--- src/hw/adc_capture_pkg.sv ---
`default_nettype none

package adc_capture_pkg;

  localparam int SAMPLE_W    = 12;               // adc resolution
  localparam int LANE_W      = 16;               // storage per sample, zero-extended
  localparam int LANES       = 4;                // samples per beat
  localparam int BEAT_W      = LANES * LANE_W;   // 64-bit data beat
  localparam int BEAT_BYTES  = BEAT_W / 8;
  localparam int KEEP_W      = BEAT_BYTES;
  localparam int BURST_BEATS = 32;               // 256-byte block
  localparam int BTT_W       = 23;               // bytes-to-transfer field
  localparam int ADDR_W      = 32;
  localparam int TAG_W       = 4;
  localparam int STS_W       = 8;
  localparam int US_W        = 10;               // window length in us
  localparam int CMD_W       = 72;

  // s2mm command word layout, low bits first
  localparam int CMD_BTT_LSB  = 0;
  localparam int CMD_TYPE_BIT = 23;              // 1 = incrementing address
  localparam int CMD_DSA_LSB  = 24;
  localparam int CMD_DSA_W    = 6;
  localparam int CMD_EOF_BIT  = 30;
  localparam int CMD_DRR_BIT  = 31;
  localparam int CMD_ADDR_LSB = 32;
  localparam int CMD_TAG_LSB  = 64;
  localparam int CMD_RSVD_LSB = 68;
  localparam int CMD_RSVD_W   = 4;

  localparam int STS_OKAY_BIT = 7;               // status byte, tag sits in [3:0]

  localparam logic [KEEP_W-1:0] TKEEP_ALL = {KEEP_W{1'b1}};  // every byte valid

  typedef logic [SAMPLE_W-1:0] sample_t;

  // written lane by lane by the packer, read whole by the mover
  typedef union packed {
    logic [BEAT_W-1:0]            raw;
    logic [LANES-1:0][LANE_W-1:0] lane;          // lane 0 in the low bits
  } beat_u;

  typedef logic [CMD_W-1:0] cmd_t;

endpackage

`default_nettype wire

--- src/hw/capture_window.sv ---
`default_nettype none

module capture_window import adc_capture_pkg::*; #(
  parameter int TICKS_PER_US = 200                // adc_clk cycles per microsecond
) (
  input  wire            adc_clk,
  input  wire            rst,
  input  wire            i_trig,                  // async trigger from outside
  input  wire [US_W-1:0] i_us_capture,            // window length in us
  output logic           o_sample_en,             // sample on i_adc_data is captured
  output logic           o_win_end,               // strobe after the last sample
  output logic           o_cap_done               // one pulse per window
);

  localparam int TICK_W = (TICKS_PER_US > 1) ? $clog2(TICKS_PER_US) : 1;

  typedef enum logic [1:0] {
    ST_IDLE,
    ST_CAPTURE,
    ST_DONE,
    ST_END
  } win_state_e;

  win_state_e        state;
  logic              trig_meta;                   // first sync stage
  logic              trig_sync;                   // trigger in adc_clk domain
  logic [TICK_W-1:0] tick_cnt;                    // cycles inside the current us
  logic [US_W-1:0]   us_cnt;                      // whole us already captured
  logic [US_W-1:0]   us_len;                      // length latched at the trigger
  logic              tick_wrap;
  logic              last_tick;

  always_ff @(posedge adc_clk) begin
    if (rst) begin
      trig_meta <= 1'b0;
      trig_sync <= 1'b0;
    end else begin
      trig_meta <= i_trig;
      trig_sync <= trig_meta;
    end
  end

  assign tick_wrap = (tick_cnt == TICK_W'(TICKS_PER_US - 1));
  assign last_tick = tick_wrap && (us_cnt == us_len - 1'b1);  // final sample cycle

  always_ff @(posedge adc_clk) begin
    if (rst) begin
      state       <= ST_IDLE;
      tick_cnt    <= '0;
      us_cnt      <= '0;
      us_len      <= '0;
      o_sample_en <= 1'b0;
      o_win_end   <= 1'b0;
      o_cap_done  <= 1'b0;
    end else begin
      case (state)
        ST_IDLE: begin
          tick_cnt <= '0;
          us_cnt   <= '0;
          us_len   <= i_us_capture;
          if (trig_sync) begin
            state <= (i_us_capture == '0) ? ST_DONE : ST_CAPTURE;  // zero length skips capture
          end
        end
        ST_CAPTURE: begin
          o_sample_en <= 1'b1;
          tick_cnt    <= tick_wrap ? '0 : tick_cnt + 1'b1;
          if (tick_wrap) us_cnt <= us_cnt + 1'b1;
          if (last_tick) state <= ST_DONE;
        end
        ST_DONE: begin
          o_sample_en <= 1'b0;
          o_win_end   <= 1'b1;
          o_cap_done  <= 1'b1;
          state       <= ST_END;
        end
        ST_END: begin
          o_win_end  <= 1'b0;
          o_cap_done <= 1'b0;
          state      <= ST_IDLE;                  // trigger seen again from next cycle
        end
        default: state <= ST_IDLE;
      endcase
    end
  end

  // DONE always hands over to END, so a window cannot stretch its done pulse
  a_cap_done_single: assert property (@(posedge adc_clk) disable iff (rst)
    o_cap_done |=> !o_cap_done)
    else $error("capture_window: o_cap_done high for two cycles");

endmodule

`default_nettype wire

--- src/hw/sample_packer.sv ---
`default_nettype none

module sample_packer import adc_capture_pkg::*; (
  input  wire          adc_clk,
  input  wire          rst,
  input  wire          i_sample_en,               // capture this cycle's sample
  input  wire          i_win_end,                 // window closed, flush the tail
  input  wire sample_t i_adc_data,
  output logic         o_wr_en,                   // fifo write strobe
  output beat_u        o_wr_beat,
  output logic         o_flushed                  // all beats of the window written
);

  localparam int IDX_W = (LANES > 1) ? $clog2(LANES) : 1;

  logic [IDX_W-1:0] lane_idx;                     // next lane to fill
  beat_u            acc;                          // beat being assembled
  beat_u            acc_next;
  logic             beat_full;
  logic             tail_wr;                      // partial beat went out last cycle

  always_comb begin
    acc_next = acc;
    if (i_sample_en) begin
      acc_next.lane[lane_idx] = LANE_W'(i_adc_data);  // zero-extend into the lane
    end
  end

  assign beat_full = i_sample_en && (lane_idx == IDX_W'(LANES - 1));

  always_ff @(posedge adc_clk) begin
    if (rst) begin
      lane_idx  <= '0;
      acc       <= '0;                            // unfilled lanes must read as zero
      o_wr_en   <= 1'b0;
      o_flushed <= 1'b0;
      tail_wr   <= 1'b0;
    end else begin
      o_wr_en   <= 1'b0;
      o_flushed <= tail_wr;                       // report one cycle after the tail write
      tail_wr   <= 1'b0;
      if (beat_full) begin
        o_wr_en  <= 1'b1;
        lane_idx <= '0;
        acc      <= '0;
      end else if (i_sample_en) begin
        lane_idx <= lane_idx + 1'b1;
        acc      <= acc_next;
      end else if (i_win_end) begin
        if (lane_idx != '0) begin                 // some lanes pending
          o_wr_en  <= 1'b1;
          tail_wr  <= 1'b1;
          lane_idx <= '0;
          acc      <= '0;
        end else begin
          o_flushed <= 1'b1;                      // nothing left, done right away
        end
      end
    end
  end

  always_ff @(posedge adc_clk) begin
    if (beat_full) begin
      o_wr_beat <= acc_next;                      // includes the fourth sample
    end else if (i_win_end) begin
      o_wr_beat <= acc;                           // tail, empty lanes already zero
    end
  end

endmodule

`default_nettype wire

--- src/hw/beat_fifo.sv ---
`default_nettype none

module beat_fifo import adc_capture_pkg::*; #(
  parameter int FIFO_DEPTH = 64                   // beats held
) (
  input  wire                                  adc_clk,
  input  wire                                  rst,
  input  wire                                  i_wr_en,
  input  wire beat_u                           i_wr_beat,
  input  wire                                  i_rd_en,
  output beat_u                                o_rd_beat,   // head of queue, fall-through
  output logic [$clog2(FIFO_DEPTH + 1)-1:0]    o_count,
  output logic                                 o_empty,
  output logic                                 o_overflow   // sticky until rst
);

  localparam int AW = (FIFO_DEPTH > 1) ? $clog2(FIFO_DEPTH) : 1;
  localparam int CW = $clog2(FIFO_DEPTH + 1);

  beat_u         mem [FIFO_DEPTH];
  logic [AW-1:0] wr_ptr;
  logic [AW-1:0] rd_ptr;
  logic          full;
  logic          do_wr;
  logic          do_rd;

  function automatic logic [AW-1:0] ptr_inc(input logic [AW-1:0] ptr);
    return (ptr == AW'(FIFO_DEPTH - 1)) ? '0 : ptr + 1'b1;  // wraps for any depth
  endfunction

  assign full      = (o_count == CW'(FIFO_DEPTH));
  assign o_empty   = (o_count == '0);
  assign do_wr     = i_wr_en && !full;            // write into a full buffer is lost
  assign do_rd     = i_rd_en && !o_empty;
  assign o_rd_beat = mem[rd_ptr];

  always_ff @(posedge adc_clk) begin
    if (do_wr) mem[wr_ptr] <= i_wr_beat;
  end

  always_ff @(posedge adc_clk) begin
    if (rst) begin
      wr_ptr     <= '0;
      rd_ptr     <= '0;
      o_count    <= '0;
      o_overflow <= 1'b0;
    end else begin
      if (do_wr) wr_ptr <= ptr_inc(wr_ptr);
      if (do_rd) rd_ptr <= ptr_inc(rd_ptr);
      case ({do_wr, do_rd})
        2'b10:   o_count <= o_count + 1'b1;
        2'b01:   o_count <= o_count - 1'b1;
        default: o_count <= o_count;              // both or neither
      endcase
      if (i_wr_en && full) o_overflow <= 1'b1;
    end
  end

  // the writer only pops while it presents a valid beat from this buffer
  a_no_underflow: assert property (@(posedge adc_clk) disable iff (rst)
    i_rd_en |-> !o_empty)
    else $error("beat_fifo: read while empty");

endmodule

`default_nettype wire

--- src/hw/s2mm_writer.sv ---
`default_nettype none

module s2mm_writer import adc_capture_pkg::*; #(
  parameter int                FIFO_DEPTH    = 64,
  parameter logic [TAG_W-1:0]  WR_TAG        = 4'b1010,        // command and status tag
  parameter logic [ADDR_W-1:0] DDR_BASE_ADDR = 32'h3400_0000   // first block
) (
  input  wire                               adc_clk,
  input  wire                               rst,
  input  wire [$clog2(FIFO_DEPTH + 1)-1:0]  i_count,          // beats buffered
  input  wire                               i_empty,
  input  wire beat_u                        i_rd_beat,
  input  wire                               i_flushed,        // window fully in the fifo
  input  wire                               i_cmd_tready,
  input  wire                               i_wr_tready,
  input  wire [STS_W-1:0]                   i_sts_tdata,
  input  wire                               i_sts_tvalid,
  input  wire                               i_sts_tlast,
  output logic                              o_rd_en,
  output cmd_t                              o_cmd_tdata,
  output logic                              o_cmd_tvalid,
  output logic [BEAT_W-1:0]                 o_wr_tdata,
  output logic [KEEP_W-1:0]                 o_wr_tkeep,
  output logic                              o_wr_tvalid,
  output logic                              o_wr_tlast,
  output logic                              o_wr_err          // sticky bad status
);

  localparam int CW   = $clog2(FIFO_DEPTH + 1);
  localparam int BL_W = $clog2(BURST_BEATS + 1);

  typedef enum logic [1:0] {
    WR_IDLE,
    WR_CMD,
    WR_DATA,
    WR_WAIT
  } wr_state_e;

  wr_state_e         state;
  logic              tail_pend;                   // flushed window may leave a short block
  logic [BL_W-1:0]   burst_len;                   // beats in the current burst
  logic [BL_W-1:0]   beat_cnt;                    // beats already sent
  logic [ADDR_W-1:0] wr_addr;                     // start of the next burst
  logic [BTT_W-1:0]  btt;
  logic              full_ready;
  logic              tail_ready;
  logic              last_beat;
  logic              sts_beat;
  logic              sts_bad;

  assign full_ready = (i_count >= CW'(BURST_BEATS));
  assign tail_ready = tail_pend && (i_count != '0);
  assign btt        = BTT_W'(burst_len) * BTT_W'(BEAT_BYTES);
  assign last_beat  = (beat_cnt == burst_len - 1'b1);
  assign sts_beat   = i_sts_tvalid && i_sts_tlast;
  assign sts_bad    = (i_sts_tdata[TAG_W-1:0] != WR_TAG) || !i_sts_tdata[STS_OKAY_BIT];

  always_comb begin
    o_cmd_tdata                              = '0;
    o_cmd_tdata[CMD_BTT_LSB +: BTT_W]        = btt;
    o_cmd_tdata[CMD_TYPE_BIT]                = 1'b1;   // incrementing
    o_cmd_tdata[CMD_DSA_LSB +: CMD_DSA_W]    = '0;
    o_cmd_tdata[CMD_EOF_BIT]                 = 1'b1;   // every burst is a frame
    o_cmd_tdata[CMD_DRR_BIT]                 = 1'b0;
    o_cmd_tdata[CMD_ADDR_LSB +: ADDR_W]      = wr_addr;
    o_cmd_tdata[CMD_TAG_LSB +: TAG_W]        = WR_TAG;
    o_cmd_tdata[CMD_RSVD_LSB +: CMD_RSVD_W]  = '0;
  end

  assign o_cmd_tvalid = (state == WR_CMD);
  assign o_wr_tvalid  = (state == WR_DATA) && !i_empty;  // only real beats go out
  assign o_wr_tlast   = o_wr_tvalid && last_beat;
  assign o_wr_tdata   = i_rd_beat.raw;
  assign o_wr_tkeep   = TKEEP_ALL;
  assign o_rd_en      = o_wr_tvalid && i_wr_tready;       // pop on handshake

  always_ff @(posedge adc_clk) begin
    if (rst) begin
      state     <= WR_IDLE;
      tail_pend <= 1'b0;
      burst_len <= '0;
      beat_cnt  <= '0;
      wr_addr   <= DDR_BASE_ADDR;
      o_wr_err  <= 1'b0;
    end else begin
      if (i_flushed) tail_pend <= 1'b1;
      if (sts_beat && sts_bad) o_wr_err <= 1'b1;
      case (state)
        WR_IDLE: begin
          beat_cnt <= '0;
          if (full_ready) begin                   // whole block goes before any tail
            burst_len <= BL_W'(BURST_BEATS);
            state     <= WR_CMD;
          end else if (tail_ready) begin
            burst_len <= BL_W'(i_count);          // below one block here
            tail_pend <= i_flushed;
            state     <= WR_CMD;
          end else if (tail_pend) begin
            tail_pend <= i_flushed;               // window ended on a block boundary
          end
        end
        WR_CMD: begin
          if (i_cmd_tready) begin
            wr_addr <= wr_addr + ADDR_W'(btt);
            state   <= WR_DATA;
          end
        end
        WR_DATA: begin
          if (o_rd_en) begin
            beat_cnt <= beat_cnt + 1'b1;
            if (last_beat) state <= WR_WAIT;
          end
        end
        WR_WAIT: begin
          if (sts_beat) state <= WR_IDLE;
        end
        default: state <= WR_IDLE;
      endcase
    end
  end

  // held beat comes from the fifo head, which must not move without a pop
  a_wr_hold: assert property (@(posedge adc_clk) disable iff (rst)
    o_wr_tvalid && !i_wr_tready |=> o_wr_tvalid && $stable(o_wr_tdata))
    else $error("s2mm_writer: data beat dropped or changed before accept");

endmodule

`default_nettype wire

--- src/hw/adc_capture_top.sv ---
`default_nettype none

module adc_capture_top import adc_capture_pkg::*; #(
  parameter int                TICKS_PER_US  = 200,
  parameter int                FIFO_DEPTH    = 64,
  parameter logic [TAG_W-1:0]  WR_TAG        = 4'b1010,
  parameter logic [ADDR_W-1:0] DDR_BASE_ADDR = 32'h3400_0000
) (
  input  wire                adc_clk,
  input  wire                rst,
  input  wire                i_trig,
  input  wire [US_W-1:0]     i_us_capture,
  input  wire sample_t       i_adc_data,          // one deserialised sample per clock
  input  wire                i_cmd_tready,
  input  wire                i_wr_tready,
  input  wire [STS_W-1:0]    i_sts_tdata,
  input  wire                i_sts_tvalid,
  input  wire                i_sts_tlast,
  output logic               o_cap_done,
  output cmd_t               o_cmd_tdata,
  output logic               o_cmd_tvalid,
  output logic [BEAT_W-1:0]  o_wr_tdata,
  output logic [KEEP_W-1:0]  o_wr_tkeep,
  output logic               o_wr_tvalid,
  output logic               o_wr_tlast,
  output logic               o_wr_err,
  output logic               o_overflow
);

  localparam int CW = $clog2(FIFO_DEPTH + 1);

  logic          sample_en;
  logic          win_end;
  logic          wr_en;
  beat_u         wr_beat;
  logic          flushed;
  beat_u         rd_beat;
  logic [CW-1:0] fifo_count;
  logic          fifo_empty;
  logic          rd_en;

  capture_window #(
    .TICKS_PER_US (TICKS_PER_US)
  ) u_capture_window (
    .adc_clk      (adc_clk),
    .rst          (rst),
    .i_trig       (i_trig),
    .i_us_capture (i_us_capture),
    .o_sample_en  (sample_en),
    .o_win_end    (win_end),
    .o_cap_done   (o_cap_done)
  );

  sample_packer u_sample_packer (
    .adc_clk     (adc_clk),
    .rst         (rst),
    .i_sample_en (sample_en),
    .i_win_end   (win_end),
    .i_adc_data  (i_adc_data),
    .o_wr_en     (wr_en),
    .o_wr_beat   (wr_beat),
    .o_flushed   (flushed)
  );

  beat_fifo #(
    .FIFO_DEPTH (FIFO_DEPTH)
  ) u_beat_fifo (
    .adc_clk    (adc_clk),
    .rst        (rst),
    .i_wr_en    (wr_en),
    .i_wr_beat  (wr_beat),
    .i_rd_en    (rd_en),
    .o_rd_beat  (rd_beat),
    .o_count    (fifo_count),
    .o_empty    (fifo_empty),
    .o_overflow (o_overflow)
  );

  s2mm_writer #(
    .FIFO_DEPTH    (FIFO_DEPTH),
    .WR_TAG        (WR_TAG),
    .DDR_BASE_ADDR (DDR_BASE_ADDR)
  ) u_s2mm_writer (
    .adc_clk      (adc_clk),
    .rst          (rst),
    .i_count      (fifo_count),
    .i_empty      (fifo_empty),
    .i_rd_beat    (rd_beat),
    .i_flushed    (flushed),
    .i_cmd_tready (i_cmd_tready),
    .i_wr_tready  (i_wr_tready),
    .i_sts_tdata  (i_sts_tdata),
    .i_sts_tvalid (i_sts_tvalid),
    .i_sts_tlast  (i_sts_tlast),
    .o_rd_en      (rd_en),
    .o_cmd_tdata  (o_cmd_tdata),
    .o_cmd_tvalid (o_cmd_tvalid),
    .o_wr_tdata   (o_wr_tdata),
    .o_wr_tkeep   (o_wr_tkeep),
    .o_wr_tvalid  (o_wr_tvalid),
    .o_wr_tlast   (o_wr_tlast),
    .o_wr_err     (o_wr_err)
  );

endmodule

`default_nettype wire

--- config.mk ---
export PLATFORM = sky130hd
export DESIGN_NAME = adc_capture_top
export DESIGN_NICKNAME = d
export VERILOG_FILES = /design/src/hw/adc_capture_pkg.sv /design/src/hw/capture_window.sv /design/src/hw/sample_packer.sv /design/src/hw/beat_fifo.sv /design/src/hw/s2mm_writer.sv /design/src/hw/adc_capture_top.sv
export SDC_FILE = /design/constraint.sdc
export NUM_CORES = 2
export LEC_CHECK = 0
export BUFFER_PORTS_ARGS = -buffer_cell sky130_fd_sc_hd__buf_2
export CORE_MARGIN = 1.5
export CORE_UTILIZATION = 40
export DETAILED_ROUTE_END_ITERATION = 6
export GPL_TIMING_DRIVEN = 0
export PLACE_DENSITY_LB_ADDON = 0.25
export SYNTH_ARGS = -nofsm -noshare
export SYNTH_HDL_FRONTEND = slang
export SYNTH_SLANG_ARGS = --single-unit
--- constraint.sdc ---
create_clock -name adc_clk -period 5.4 [get_ports adc_clk]
set_clock_uncertainty 0.1 [all_clocks]
set_input_delay 1.08 -clock adc_clk [delete_from_list [all_inputs] [get_ports adc_clk]]
set_output_delay 1.08 -clock adc_clk [all_outputs]
set_load 0.02 [all_outputs]
# Yosys cells after proc, flatten, opt, wreduce, memory -nomap -nowiden
# Memory sizes are Yosys's and may differ from the RTL's. A register that Yosys moved wholly into a read port is not among the register bits.
# Index checks and enable logic that the tools add are counted.
dict set report word_totals {
  reg_bits 235
  ram_bits 4096
  input_bits 37
  out_inout_bits 150
  mem_count 1
}
dict set report op_classes {
  add_sub_neg 11
  magnitude_cmp 3
  eq_ne 24
  mux 53
  reduce_logical 39
}
# memory words width rd rd_ports_with_merged_regs wr line
set mem_list {}
lappend mem_list {u_beat_fifo.mem 64 64 1 1 1 beat_fifo.sv:20} ;# beat_u mem [FIFO_DEPTH];
# cell count
set op_table {}
lappend op_table {{64-bit 2-to-1 mux} 6}
lappend op_table {{64-bit bitwise mux} 1}
lappend op_table {{6-bit 2-to-1 mux} 7}
lappend op_table {{32-bit by 9-bit adder with 32-bit output} 1}
lappend op_table {{16-bit demux with 2-bit select} 1}
lappend op_table {{2-bit 2-to-1 mux} 12}
lappend op_table {{10-bit one-hot mux with 2 select lines} 1}
lappend op_table {{2-bit nonzero test} 10}
lappend op_table {{6-bit by 1-bit adder with 6-bit output, second input constant} 3}
lappend op_table {{16-bit 2-to-1 mux} 1}
lappend op_table {{2-bit one-hot mux with 4 select lines} 2}
lappend op_table {{8-bit one-hot mux with 2 select lines} 1}
lappend op_table {{1-bit 2-to-1 mux} 15}
lappend op_table {{7-bit one-hot mux with 2 select lines} 1}
lappend op_table {{2-bit equality test, second input constant} 6}
lappend op_table {{6-bit equality test, second input constant} 2}
lappend op_table {{1-bit logical AND} 12}
lappend op_table {{6-bit one-hot mux with 2 select lines} 1}
lappend op_table {{2-bit AND reduction} 6}
lappend op_table {{10-bit by 1-bit adder with 10-bit output, second input constant} 1}
lappend op_table {{10-bit equality test} 1}
lappend op_table {{10-bit logical NOT} 1}
lappend op_table {{10-bit 2-to-1 mux} 1}
lappend op_table {{2-bit by 1-bit inequality test with 1-bit output, second input constant} 5}
lappend op_table {{25 further kinds} 32}

# Depth between registers and ports, before layout
dict set report depth {
  ltp_word 7
  mapped_depth 16
}

# Hierarchy
# A second synthesis with hierarchy kept.
dict set report unflattened {
  hier_cells 7715
  area_unflattened_um2 166598.5
}
# mod instances cells_each area_each_um2
set modules_own_cells {}
lappend modules_own_cells {beat_fifo 1 6666 155908.3}
lappend modules_own_cells {sample_packer 1 411 5291.3}
lappend modules_own_cells {s2mm_writer 1 418 3472.1}
lappend modules_own_cells {capture_window 1 220 1926.8}

# Worst setup path after synthesis
# OpenSTA, ideal clock, no wires.
dict set report synth_path {
  path_type {register to register}
  from {register u_beat_fifo.o_count[5]}
  to {memory u_beat_fifo.mem[62][0] in the netlist's numbering, enable pin}
  setup_ps 487
  arrival_time_ps 4319
  t_required_ps 4813
  slack_ps 495
  path_stages_with_launch 8
  path_buffers 1
  synth_period_minus_slack_ps 4905
  path_cell_list {dfxtp_1 clkbuf_1 nor3_1 a31oi_2 inv_1 nor2_1 nand3_1 nor2_1}
}
dict set report synth_via {
  elab_chain_len 5
}
# element line
set synth_rtl {}
lappend synth_rtl {{start, declared} beat_fifo.sv:12} ;# output logic [$clog2(FIFO_DEPTH + 1)-1:0] o_count,
lappend synth_rtl {{start signal, assigned} beat_fifo.sv:51} ;# 2'b10: o_count <= o_count + 1'b1;
lappend synth_rtl {{start signal, assigned} beat_fifo.sv:52} ;# 2'b01: o_count <= o_count - 1'b1;
lappend synth_rtl {{start signal, assigned} beat_fifo.sv:53} ;# default: o_count <= o_count;
lappend synth_rtl {{7-bit equality test} beat_fifo.sv:31} ;# assign full = (o_count == CW'(FIFO_DEPTH));
lappend synth_rtl {{1-bit logical NOT} beat_fifo.sv:33} ;# assign do_wr = i_wr_en && !full;
lappend synth_rtl {{1-bit logical AND} beat_fifo.sv:33}
lappend synth_rtl {{1-bit 2-to-1 mux} beat_fifo.sv:38} ;# if (do_wr) mem[wr_ptr] <= i_wr_beat;
lappend synth_rtl {{1-bit 2-to-1 mux (not written as such)} beat_fifo.sv:38}
lappend synth_rtl {{end, declared} beat_fifo.sv:20}
# Every way passes these cells.

==> results.cfg <==
[floorplan]
die_w_um = 647
die_area_um2 = 419000
ios = 187
die_height_um = 647
design.core.area_um2 = 413000
core.rowCount = 236
floorplan.initialDensity = 0.402

[synth]
syn_area_per_cell_um2 = 22.8
postSynth.topFlopCell = sky130_fd_sc_hd__edfxtp_1
xor_xnor_share_of_the_synthesized_area = 0.00316
multiplexer_share_of_the_synthesized_area = 0.176
netlist_top_cells_area = sky130_fd_sc_hd__edfxtp_1 75%, sky130_fd_sc_hd__mux4_2 16%, sky130_fd_sc_hd__dfxtp_1 2.1%
synthSimpleGateAreaFrac = 0.0164
synth_async_sr_flop_share = 0
synth-edff-count = 4160
yosys_warnings = 0
dominant_combinational_cell_family_by_area_after_synthesis = multiplexers
synth_cells = 7283
synth_cell_type_count = 72
area_share_of_the_largest_cell_type_after_synthesis = 0.752
syn_area_um2 = 166000
synth_top_area_cell = sky130_fd_sc_hd__edfxtp_1
synth-seq-cells = 4334
post_synth_fa_ha_maj_area_fraction = 0.00215
synth_sequential_area_ratio = 0.773
fraction_of_the_mapped_netlist_area_in_compound_gates = 0.0162

[pwr]
power_density_nw_per_um2 = 340
power.net_switching_mw = 13.2
power.combinational.fraction = 0.007
share_clk_of_total_power = 0.449
p_leak_nw = 60.1
post-layout-total-power_mw = 66.8
p_sw_frac = 0.197
vdd.ir_drop.worst_uv = 279
seq_power_share = 0.544
power.internal_mw = 53.6

[outcome]
status = finished, final reports clean

[global_route]
antenna_found_initial = 31
first_global_vias = 82900
grt_pass1_wl_mm = 644
grt_remaining_overflow = 0
groute.usage.overall = 0.220
grt_max_degree = 58

[worst_setup_path]
critPathCaptureType = primary output
setup.worst_path.start_class = flop
path_max_fanout = 10
worst_ep_required_time_ns = 4.22
crit_arrival_ns = 4.20
timing_worst_setup_path_type = flop to primary output

[placement]
detailed_place_hpwl_mm = 328
post-place-ws_ns = -0.560
gp_routability_congestion = 0.797
placement.io_buffers = 137

[timing]
setup_viol_count_final = 0
timing.final.crit_share = 0.997
hold_ws_ns = 0.228
max-slew-margin-rel = 0.124
max_slew.worst_pin.slew_ns = 1.31
setup_slack_ns = 0.0172
hold_violations = 0
final.min_clock_period_ns = 5.38
max_clock_freq_ghz = 0.186
drv_slew = 0

[clock_network]
root_buffer = sky130_fd_sc_hd__clkbuf_16
clk_transition_reported_paths_ns = 0.06
htree_levels = 5
maximum_clock_path_buffer_count = 4
numCtsBuffers = 439
clk-insertion-delay-late_ns = 0.98
cts_tree = yes
post_cts_hold_buffer_count = 0
clock_sink_count = 4334

[hold_path]
hp-class = input port to flop

[detailed_routing]
detail_route.wirelength_mm = 465
routed-via-count = 82000
starting_drt_drc_count = 10600
final_antenna_net_count = 0
drc = 0
wl_per_cell_um = 33.1
routed_via_density = 5.83
iteration_count_of_the_initial_detailed_routing_pass = 5

[run]
number_of_max_cap_violations = 0

[final_layout]
fillCellCount = 33500
mostFrequentLayoutCells = 4160 x sky130_fd_sc_hd__edfxtp_1, 1216 x sky130_fd_sc_hd__mux4_2, 444 x sky130_fd_sc_hd__clkbuf_16, 223 x sky130_fd_sc_hd__nor2_1, 208 x sky130_fd_sc_hd__buf_12
design.final.nets = 8268
leading_cell_type_in_the_layout_fill_and_taps_excluded = sky130_fd_sc_hd__edfxtp_1
area_growth_pct = 18.2
layout.core_utilization = 0.475
layout-drive-gt1-share = 0.326
power groups by stage:
stage | clock (mW) | sequential (mW) | combinational (mW)
after floorplan | 0 | 37.0 | 0.280
after CTS | 30.4 | 36.3 | 0.474
after detailed placement | 0 | 37.0 | 0.470
final | 30.0 | 36.3 | 0.472
after global routing | 31.6 | 36.3 | 0.506
after global placement | 0 | 37.1 | 0.437
final cells by class:
class / count / area [um2] / share of cell area
Sequential cell: 4334 / 128000 / 0.654
Multi-Input combinational cell: 2521 / 36500 / 0.186
Clock buffer: 569 / 11700 / 0.0596
Timing Repair Buffer: 441 / 7460 / 0.0380
Tap cell: 5474 / 6850 / 0.0349
Buffer: 438 / 2870 / 0.0146
Clock inverter: 234 / 2400 / 0.0122
Inverter: 28 / 108 / 0.000548
Antenna cell: 12 / 30.0 / 0.000153
state kept, by name, summed over array words and instances, names as in the netlist, 7 cells and up, named ones only:
name / count
u_beat_fifo.mem: 4096
u_sample_packer.acc: 64
u_sample_packer.o_wr_beat: 64
u_s2mm_writer.wr_addr: 29
u_capture_window.us_cnt: 10
u_capture_window.us_len: 10
u_capture_window.tick_cnt: 8
u_beat_fifo.o_count: 7
per-layer routing:
layer  routed length [um]  track usage  vias to the layer above
met5                   65            0                        -
met4                13800       0.0634                       10
met3                37300       0.0380                      654
met2               232000        0.370                     3787
met1               182000        0.295                    44700
li1                     -            -                    32800
through the flow:
stage,area (um2),std cells,TNS [ns]
finish,196000,14100,0
global route,196000,14000,-0.00584
CTS,196000,14000,-0.000823
detailed placement,181000,13200,-21.93
global placement,174000,12900,-
floorplan,166000,7326,0
cell families (layout without fill, tap and decap cells):
logic type / count (synthesis) / in the layout
and+or+nand+nor: 578 / 578
adders and majority gates: 28 / 28
AOI/OAI and AO/OA: 416 / 416
buffers and inverters: 471 / 1710
other: 2 / 57
muxes: 1394 / 1394
xor gates and xnor gates: 60 / 60
DFF: 4334 / 4334
worst max-delay path, stage by stage, from the launching register on:
cell and delay (ns):
sky130_fd_sc_hd__dfxtp_1 0.55, sky130_fd_sc_hd__buf_6 0.30, sky130_fd_sc_hd__buf_4 0.35, sky130_fd_sc_hd__buf_6 0.44, sky130_fd_sc_hd__buf_4 0.45, sky130_fd_sc_hd__mux4_2 0.61, sky130_fd_sc_hd__o22ai_1 0.19, sky130_fd_sc_hd__nor2_2 0.13
sky130_fd_sc_hd__buf_2 0.18
synth_stat cells (9+ instances only):
| cell | n |
|---|---|
| sky130_fd_sc_hd__a221oi_1 | 12 |
| sky130_fd_sc_hd__nor4_1 | 10 |
| sky130_fd_sc_hd__clkbuf_1 | 222 |
| sky130_fd_sc_hd__o22ai_1 | 128 |
| sky130_fd_sc_hd__inv_1 | 27 |
| sky130_fd_sc_hd__a22oi_1 | 9 |
| sky130_fd_sc_hd__mux2i_1 | 117 |
| sky130_fd_sc_hd__nand2_1 | 61 |
| sky130_fd_sc_hd__nand4_1 | 15 |
| sky130_fd_sc_hd__xnor2_1 | 34 |
| sky130_fd_sc_hd__mux2_2 | 60 |
| sky130_fd_sc_hd__buf_4 | 54 |
| sky130_fd_sc_hd__nor2_1 | 306 |
| sky130_fd_sc_hd__buf_1 | 29 |
| sky130_fd_sc_hd__and3_1 | 12 |
| sky130_fd_sc_hd__o21ai_1 | 11 |
| sky130_fd_sc_hd__o21ai_0 | 19 |
| sky130_fd_sc_hd__nor2b_1 | 26 |
| sky130_fd_sc_hd__a21oi_1 | 134 |
| sky130_fd_sc_hd__o221ai_1 | 53 |
| sky130_fd_sc_hd__buf_2 | 136 |
| sky130_fd_sc_hd__xor2_1 | 26 |
| sky130_fd_sc_hd__nor3_1 | 17 |
| sky130_fd_sc_hd__dfxtp_1 | 174 |
| sky130_fd_sc_hd__mux4_2 | 1216 |
| sky130_fd_sc_hd__ha_1 | 27 |
| sky130_fd_sc_hd__nor3b_1 | 10 |
| sky130_fd_sc_hd__edfxtp_1 | 4160 |
| sky130_fd_sc_hd__and2_1 | 49 |
| sky130_fd_sc_hd__nand3_1 | 29 |
what timing repair did:
action | in CTS | in global routing
gates cloned | 0 | 0
buffers inserted | 2 | 0
setup endpoints to repair | 64 | 30
hold endpoints to repair | 0 | 0
pin swaps | 1 | 0
gates resized for setup | 400 | 27
final timing paths:
path | startpoint | end | slack (ns) | cells after the start
worst min register to register | u_sample_packer.acc[47] | u_sample_packer.acc[47] | 0.35 | 1
worst min-delay path | i_trig | u_capture_window.trig_meta | 0.23 | 2
worst max register to register | u_beat_fifo.o_count[0] | u_beat_fifo.mem[14][54] | 0.73 | 9
worst max-delay path | flop | o_wr_tdata[9] | 0.02 | 8
Note: power is estimated with default switching activity, not from simulation.
